--- config.mk ---
export PLATFORM = sky130hd
export DESIGN_NAME = ctrl_status_top
export DESIGN_NICKNAME = d
export VERILOG_FILES = /design/src/verilog/csr_pkg.sv /design/src/verilog/csr_regs.sv /design/src/verilog/ctr_ctl_fsm.sv /design/src/verilog/ctrl_status_top.sv /design/src/verilog/cycle_counters.sv /design/src/verilog/par_rd_mux.sv
export SDC_FILE = /design/constraint.sdc
export NUM_CORES = 1
export LEC_CHECK = 0
export ABC_AREA = 1
export BUFFER_PORTS_ARGS = -buffer_cell sky130_fd_sc_hd__buf_2
export CAP_MARGIN = 20
export CORE_MARGIN = 2
export CORE_UTILIZATION = 40
export CTS_BUF_LIST = sky130_fd_sc_hd__clkbuf_16
export DETAILED_ROUTE_END_ITERATION = 8
export GPL_ROUTABILITY_DRIVEN = 0
export PLACE_DENSITY = 0.67
export SETUP_SLACK_MARGIN = 0.3
export SLEW_MARGIN = 15
export SYNTH_ARGS = -nofsm -noshare
export SYNTH_HDL_FRONTEND = slang
export SYNTH_HIERARCHICAL = 1
export SYNTH_SLANG_ARGS = --single-unit
--- constraint.sdc ---
create_clock -name cpu_clk -period 1.2 [get_ports cpu_clk]
set_input_delay 0.24 -clock cpu_clk [delete_from_list [all_inputs] [get_ports cpu_clk]]
set_output_delay 0.24 -clock cpu_clk [all_outputs]
set_load 0.05 [all_outputs]
--- src/verilog/csr_pkg.sv ---
////////////////////
// shared definitions for the CPU control and status block
// opcode bit positions, control bits, identity codes, bus struct
// and the status word, imported by every RTL module
////////////////////

package csr_pkg;

    ////////////////////
    // widths

    localparam int op_w   = 16;
    localparam int tos_w  = 32;
    localparam int ctrl_w = 16;
    localparam int par_w  = 16;
    localparam int ctr_w  = 32;

    ////////////////////
    // opcode bit positions, one bit of op per operation

    // register writes
    localparam int set_ctrl     = 0;
    // events
    localparam int clr_rx_ovfl  = 1;
    // register reads
    localparam int get_status   = 2;
    localparam int get_srq      = 3;
    localparam int get_cpu_ctr0 = 4;
    localparam int get_cpu_ctr1 = 5;
    localparam int get_cpu_ctr2 = 6;
    localparam int get_cpu_ctr3 = 7;
    // counter events
    localparam int cpu_ctr_ena  = 8;
    localparam int cpu_ctr_dis  = 9;
    localparam int cpu_ctr_clr  = 10;

    ////////////////////
    // control word bit positions

    localparam int ctrl_osc_en    = 0;
    localparam int ctrl_eeprom_wp = 1;
    localparam int ctrl_interrupt = 2;

    ////////////////////
    // identity codes reported in the status word

    localparam logic [3:0] fpga_ver = 4'd1;
    localparam logic [3:0] clock_id = 4'd0;
    localparam logic [3:0] fpga_id  = 4'd3;

    // CPU register bus, strobes are single cycle
    typedef struct packed {
        logic [op_w-1:0]  op;
        logic [tos_w-1:0] tos;
        logic             rd_reg;
        logic             wr_reg;
        logic             wr_evt;
    } cpu_bus_t;

    // counter state machine encoding, 2'b11 is unused
    typedef enum logic [1:0] {
        ctr_idle  = 2'b00,
        ctr_run   = 2'b01,
        ctr_pause = 2'b10
    } ctr_state_t;

    // status word fields, msb first
    typedef struct packed {
        logic       rx_overflow;
        ctr_state_t ctr_state;
        logic       if_mag;
        logic [3:0] fpga_ver;
        logic [3:0] clock_id;
        logic [3:0] fpga_id;
    } status_fields_t;

    // built from fields, read by the CPU as a raw word
    typedef union packed {
        logic [par_w-1:0] raw;
        status_fields_t   fields;
    } status_u;

endpackage

--- src/verilog/csr_regs.sv ---
////////////////////
// global control register, sticky converter overflow flag,
// host service request capture and status word assembly
// all state on cpu_clk, strobes come from the CPU register bus
////////////////////

`timescale 1ns/100ps

module csr_regs import csr_pkg::*;
(
    input  logic              cpu_clk,
    input  logic              rx_ovfl_rst,
    input  cpu_bus_t          bus,
    input  logic              adc_ovfl,
    input  logic              host_srq,
    input  logic              if_mag,
    input  ctr_state_t        ctr_state,
    output logic [ctrl_w-1:0] ctrl,
    output logic              adc_clken,
    output logic              eeprom_wp,
    output logic              host_intr,
    output logic              srq_bit,
    output status_u           status
);

    // overflow path
    logic ovfl_meta;
    logic ovfl_sync;
    logic ovfl_prev;
    logic ovfl_edge;
    logic rx_overflow;

    // service request path
    logic srq_noted;
    logic srq_rd;

    ////////////////////
    // control register

    always_ff @(posedge cpu_clk)
    begin
        if (rx_ovfl_rst)
            ctrl <= '0;
        // low half of top of stack on a set_ctrl write
        else if (bus.wr_reg && bus.op[set_ctrl])
            ctrl <= bus.tos[ctrl_w-1:0];
    end

    // pins follow the register directly
    assign adc_clken = ctrl[ctrl_osc_en];
    assign eeprom_wp = ctrl[ctrl_eeprom_wp];
    assign host_intr = ctrl[ctrl_interrupt];

    ////////////////////
    // converter overflow

    // two flop synchronizer then a rising edge detector
    always_ff @(posedge cpu_clk)
    begin
        if (rx_ovfl_rst)
        begin
            ovfl_meta <= 1'b0;
            ovfl_sync <= 1'b0;
            ovfl_prev <= 1'b0;
        end
        else
        begin
            ovfl_meta <= adc_ovfl;
            ovfl_sync <= ovfl_meta;
            ovfl_prev <= ovfl_sync;
        end
    end

    assign ovfl_edge = ovfl_sync & ~ovfl_prev;

    // sticky flag, the clear event reloads it with this cycle's edge
    // so an overflow that lands on the clear is not lost
    always_ff @(posedge cpu_clk)
    begin
        if (rx_ovfl_rst)
            rx_overflow <= 1'b0;
        else if (bus.wr_evt && bus.op[clr_rx_ovfl])
            rx_overflow <= ovfl_edge;
        else
            rx_overflow <= rx_overflow | ovfl_edge;
    end

    ////////////////////
    // host service request

    assign srq_rd = bus.rd_reg && bus.op[get_srq];

    always_ff @(posedge cpu_clk)
    begin
        if (rx_ovfl_rst)
        begin
            srq_noted <= 1'b0;
            srq_bit   <= 1'b0;
        end
        else
        begin
            // collect requests between reads
            if (srq_rd)
                srq_noted <= host_srq;
            else
                srq_noted <= srq_noted | host_srq;
            // serial bit shows what was noted up to the read
            if (srq_rd)
                srq_bit <= srq_noted;
        end
    end

    ////////////////////
    // status word

    always_comb
    begin
        status.fields.rx_overflow = rx_overflow;
        status.fields.ctr_state   = ctr_state;
        status.fields.if_mag      = if_mag;
        status.fields.fpga_ver    = fpga_ver;
        status.fields.clock_id    = clock_id;
        status.fields.fpga_id     = fpga_id;
    end

endmodule

--- src/verilog/ctr_ctl_fsm.sv ---
////////////////////
// run, pause and clear control for the CPU cycle counters
// decodes the counter events and drives clear and enable
////////////////////

`timescale 1ns/100ps

module ctr_ctl_fsm import csr_pkg::*;
(
    input  logic       cpu_clk,
    input  logic       rx_ovfl_rst,
    input  cpu_bus_t   bus,
    output ctr_state_t ctr_state,
    output logic       ctr_clr,
    output logic       ctr_ena
);

    logic       evt_clr;
    logic       evt_ena;
    logic       evt_dis;
    ctr_state_t state_nxt;

    // event decode, only on the event strobe
    assign evt_clr = bus.wr_evt && bus.op[cpu_ctr_clr];
    assign evt_ena = bus.wr_evt && bus.op[cpu_ctr_ena];
    assign evt_dis = bus.wr_evt && bus.op[cpu_ctr_dis];

    ////////////////////
    // next state, clear over enable over disable

    always_comb
    begin
        state_nxt = ctr_state;
        if (evt_clr)
            state_nxt = ctr_idle;
        else if (evt_ena)
            state_nxt = ctr_run;
        else
        begin
            case (ctr_state)
                ctr_idle:  state_nxt = ctr_idle;
                ctr_run:   state_nxt = evt_dis ? ctr_pause : ctr_run;
                ctr_pause: state_nxt = ctr_pause;
                // unused encoding falls back to idle
                default:   state_nxt = ctr_idle;
            endcase
        end
    end

    always_ff @(posedge cpu_clk)
    begin
        if (rx_ovfl_rst)
            ctr_state <= ctr_idle;
        else
            ctr_state <= state_nxt;
    end

    // clear follows the event strobe, counters zero on the next edge
    assign ctr_clr = evt_clr;
    assign ctr_ena = (ctr_state == ctr_run);

endmodule

--- src/verilog/ctrl_status_top.sv ---
////////////////////
// control and status block beside the embedded CPU
// ties register block, counter FSM, counters and read mux together
////////////////////

`timescale 1ns/100ps

module ctrl_status_top import csr_pkg::*;
(
    input  logic              cpu_clk,
    input  logic              rx_ovfl_rst,
    input  cpu_bus_t          bus,
    input  logic              adc_ovfl,
    input  logic              host_srq,
    input  logic              if_mag,
    input  logic [par_w-1:0]  host_dout,
    output logic [ctrl_w-1:0] ctrl,
    output logic              adc_clken,
    output logic              eeprom_wp,
    output logic              host_intr,
    output logic              srq_bit,
    output logic [par_w-1:0]  par
);

    // internal connections
    status_u          status;
    ctr_state_t       ctr_state;
    logic             ctr_clr;
    logic             ctr_ena;
    logic [ctr_w-1:0] ctr_free;
    logic [ctr_w-1:0] ctr_gated;

    ////////////////////
    // registers and status

    csr_regs u_csr_regs (
        .cpu_clk     (cpu_clk),
        .rx_ovfl_rst (rx_ovfl_rst),
        .bus         (bus),
        .adc_ovfl    (adc_ovfl),
        .host_srq    (host_srq),
        .if_mag      (if_mag),
        .ctr_state   (ctr_state),
        .ctrl        (ctrl),
        .adc_clken   (adc_clken),
        .eeprom_wp   (eeprom_wp),
        .host_intr   (host_intr),
        .srq_bit     (srq_bit),
        .status      (status)
    );

    ////////////////////
    // cycle counters and their control

    ctr_ctl_fsm u_ctr_ctl_fsm (
        .cpu_clk     (cpu_clk),
        .rx_ovfl_rst (rx_ovfl_rst),
        .bus         (bus),
        .ctr_state   (ctr_state),
        .ctr_clr     (ctr_clr),
        .ctr_ena     (ctr_ena)
    );

    cycle_counters u_cycle_counters (
        .cpu_clk     (cpu_clk),
        .rx_ovfl_rst (rx_ovfl_rst),
        .ctr_clr     (ctr_clr),
        .ctr_ena     (ctr_ena),
        .ctr_free    (ctr_free),
        .ctr_gated   (ctr_gated)
    );

    // CPU parallel input
    par_rd_mux u_par_rd_mux (
        .bus         (bus),
        .status      (status),
        .ctr_free    (ctr_free),
        .ctr_gated   (ctr_gated),
        .host_dout   (host_dout),
        .par         (par)
    );

endmodule

--- src/verilog/cycle_counters.sv ---
////////////////////
// pair of 32 bit CPU cycle counters
// free counter counts every cycle, gated counter only while enabled
// so software can compare total against busy cycles
////////////////////

`timescale 1ns/100ps

module cycle_counters import csr_pkg::*;
(
    input  logic             cpu_clk,
    input  logic             rx_ovfl_rst,
    input  logic             ctr_clr,
    input  logic             ctr_ena,
    output logic [ctr_w-1:0] ctr_free,
    output logic [ctr_w-1:0] ctr_gated
);

    ////////////////////
    // free running

    always_ff @(posedge cpu_clk)
    begin
        if (rx_ovfl_rst || ctr_clr)
            ctr_free <= '0;
        else
            ctr_free <= ctr_free + ctr_w'(1);
    end

    ////////////////////
    // gated by run state

    always_ff @(posedge cpu_clk)
    begin
        if (rx_ovfl_rst || ctr_clr)
            ctr_gated <= '0;
        // hold while idle or paused
        else if (ctr_ena)
            ctr_gated <= ctr_gated + ctr_w'(1);
    end

endmodule

--- src/verilog/par_rd_mux.sv ---
////////////////////
// CPU parallel input select
// counter byte pairs first, then status, host data otherwise
// purely combinational, valid in the read strobe cycle
////////////////////

`timescale 1ns/100ps

module par_rd_mux import csr_pkg::*;
(
    input  cpu_bus_t         bus,
    input  status_u          status,
    input  logic [ctr_w-1:0] ctr_free,
    input  logic [ctr_w-1:0] ctr_gated,
    input  logic [par_w-1:0] host_dout,
    output logic [par_w-1:0] par
);

    logic rd_ctr0;
    logic rd_ctr1;
    logic rd_ctr2;
    logic rd_ctr3;
    logic rd_status;

    // read selects, qualified by the read strobe
    assign rd_ctr0   = bus.rd_reg && bus.op[get_cpu_ctr0];
    assign rd_ctr1   = bus.rd_reg && bus.op[get_cpu_ctr1];
    assign rd_ctr2   = bus.rd_reg && bus.op[get_cpu_ctr2];
    assign rd_ctr3   = bus.rd_reg && bus.op[get_cpu_ctr3];
    assign rd_status = bus.rd_reg && bus.op[get_status];

    ////////////////////
    // select

    // gated byte high, free byte low, same byte lane from both
    always_comb
    begin
        if (rd_ctr0)
            par = {ctr_gated[7:0], ctr_free[7:0]};
        else if (rd_ctr1)
            par = {ctr_gated[15:8], ctr_free[15:8]};
        else if (rd_ctr2)
            par = {ctr_gated[23:16], ctr_free[23:16]};
        else if (rd_ctr3)
            par = {ctr_gated[31:24], ctr_free[31:24]};
        else if (rd_status)
            par = status.raw;
        else
            // host interface owns the port by default
            par = host_dout;
    end

endmodule
==> run metrics <==
Slew Viols, Final=0; remaining global-route overflow=0; synth unique cells=31; WS Path Type=flop to flop; pin count of the biggest net entering global routing=33; final hold vios=0; YS warnings=6; # port buffers=86; skew final=~3.6 ps; Layout area overhead=61.97%; antenna violations before repair=0; clk slew on worst S/H paths=roughly 70 ps; final worst slack=-424.5 ps; vias per inst=approximately 4.8; cell area after synthesis=slightly below 0.006 mm²; Die Y=roughly 120 µm; post-route ant nets=0; Final nets=approximately 1300; Post-Syn Instances=974; global-route wire length before repair=~29000 µm; ANT cells=0; dpl ws=-458.2 ps; layout cells sized above 1=slightly below 50%; CTS tree=done; Die Wd=about 120 µm; post-route insts no fill=approximately 1400; Initial DRT Pass Iterations=5; Routed WL=approximately 18000 µm; crit path time final=1625 ps; Final setup viols=74; WHS=97.41 ps; Core Rows=between 40 and 50; peak fanout along the critical path=6; drt first-iter violations=approximately 330; Total Die Area=about 0.015 mm²; detailed placement HPWL=12260 µm; Vias=approximately 6500; Post-synth EDFFs=0; Total GRT Usage=24.01%; number of remaining DRC errors=0; Hold Path Class=input pin to flop; clk root buf=clkbuf_16; startpoint types=flop; status=finished, violations left; core footprint=0.01399 mm²; Syn Area/Cell=just under 6 µm²; Clock Sinks=88; final period utilization=135.4%; Worst-Skew Late Latency=approximately 360 ps; CP endpoint kind=flop; placed insts=around 1300; fin util=roughly two thirds; Fmax=615.6 MHz; io pins=108; flops & latches, synth=88; Data arrival, critical path=about 1900 ps; CTS max path bufs=2; sequential-to-total area share from yosys stat=between 30% and 40%; failing checks=setup timing; unrepaired setup endpoints after global routing=true; Worst EP required=approximately 1400 ps; # H-tree levels=3; average wire per standard cell=~13 µm; Pleak=~0.0042 µW; number of global-route vias before repair=between 6000 and 7000; pwr dens=about 830 mW/mm²; max cap viols=0; Peak supply drop=about 860 µV; Initial Utilization=41.23%; CTS buffer count=9; ys flop type=dfxtp_1; asr flop ratio synth=0%
cell families after synthesis:
| family | share of synthesized area [%] |
|---|---|
| adder cells (fa/ha/maj) | 1.085 |
| AO/OA/AOI/OAI | 5.294 |
| flip-flops | 30.55 |
| XOR/XNOR | 1.215 |
| AND/OR/NAND/NOR | 49.27 |
| other | 0.1302 |
| buffers and inverters | 12.45 |
worst max-delay path, cell delays in order (launching register included):
cell     delay [ps]
dfxtp_2         340
buf_6           120
inv_4            50
ha_4            210
buf_12          130
inv_12           40
nor2_4          110
nand2_4          80
nor2_4          120
xor2_1          220
nor2_1           70
synth_stat cells, types with 2 or more instances:
master      n  area [µm²]
nand2_1   314        1179
nor2_1    198       743.2
inv_1     100       375.4
dfxtp_1    88        1762
nand3_1    66       330.3
a21oi_1    35       175.2
nor2_2     26       162.7
buf_4      23       172.7
nand2_2    17       106.4
buf_2      16       80.08
o21ai_0    15       75.07
nand4_1    14       87.58
nor2_4     11       123.9
nand3b_1    6       45.04
xor2_1      6       52.55
ha_1        5       62.56
a31oi_1     4       25.02
inv_2       4       15.01
nor3_1      4       20.02
buf_1       3       11.26
buf_6       3       33.78
nor3b_1     3       22.52
o21a_1      3       22.52
conb_1      2       7.510
xnor2_1     2       17.52
routing by layer:
layer  routed length, µm  vias to the layer above  GRT usage, %
met4                 325                        0         6.110
li1                    -                     3397             -
met5                   0                        -             0
met3                 611                       23         5.128
met1                7412                     3001         26.62
met2                9898                      120         45.97
cell type report:
class | count | area, µm²
multi-input combinational | 744 | 4214
tap | 180 | 225.2
sequential | 88 | 1891
inverter | 105 | 419.2
clock buffer | 9 | 225.2
timing repair buffer | 243 | 2290
clock inverter | 7 | 76.32
fill | 1186 | 4648
sequential cells by signal, summed over array words and instances, names as in the netlist:
register,flops
u_csr_regs/ctrl,16
u_csr_regs/ovfl_meta,1
u_csr_regs/ovfl_prev,1
u_csr_regs/ovfl_sync,1
u_csr_regs/rx_overflow,1
u_csr_regs/srq_bit,1
u_csr_regs/srq_noted,1
u_ctr_ctl_fsm/ctr_state,2
u_cycle_counters/ctr_free,32
u_cycle_counters/ctr_gated,32
timing repair:
action / CTS / global route
cloned: 2 / 0
hold buffers: 0 / 0
setup buffers: 28 / 15
gates resized for setup: 263 / 54
endpoints found under the setup margin: 99 / 99
pin swaps: 112 / 55
where the power goes:
part / internal, µW / total [µW] / switching, µW
logic: 772 / 1830 / 1060
registers: 2960 / 3010 / 52.5
clock network: 1630 / 2950 / 1320
total: 5370 / 7800 / 2430
worst paths after layout:
kind / from / endpoint / slack [ps] / depth (start not counted)
setup / recovery: u_ctr_ctl_fsm/ctr_state[1] / u_cycle_counters/ctr_gated[11] / -420 / 10
hold / removal: adc_ovfl / u_csr_regs/ovfl_meta / 100 / 3
setup reg to reg: u_ctr_ctl_fsm/ctr_state[1] / u_cycle_counters/ctr_gated[11] / -420 / 10
hold reg to reg: u_csr_regs/ovfl_meta / u_csr_regs/ovfl_sync / 410 / 2
per-stage QoR:
stage          cell area [µm²]  power [µW]  setup TNS, ps
3_5_place_dp              7560        4483         -11300
3_3_place_gp              7560        4470         -10360
2_1_floorplan             6351        4137         -480.9
4_1_cts                   9035        7813         -13380
5_1_grt                   9340        8105         -19980
6_report                  9340        7797         -14710
layout by cell type, fill, tap and decap left out, drive strengths merged:
master / n
nand2: 332
buf: 242
nor2: 235
inv: 108
dfxtp: 88
nand3: 67
a21oi: 35
o21ai: 15
nand4: 14
conb: 12
clkbuf: 9
nand3b: 6
xor2: 6
ha: 5
a31oi: 4
nor3: 4
o21a: 3
nor3b: 3
clkinvlp: 2
xnor2: 2
clkinv: 1
bufinv: 1
bufbuf: 1
o21bai: 1
(Power assumes the default switching activity.)
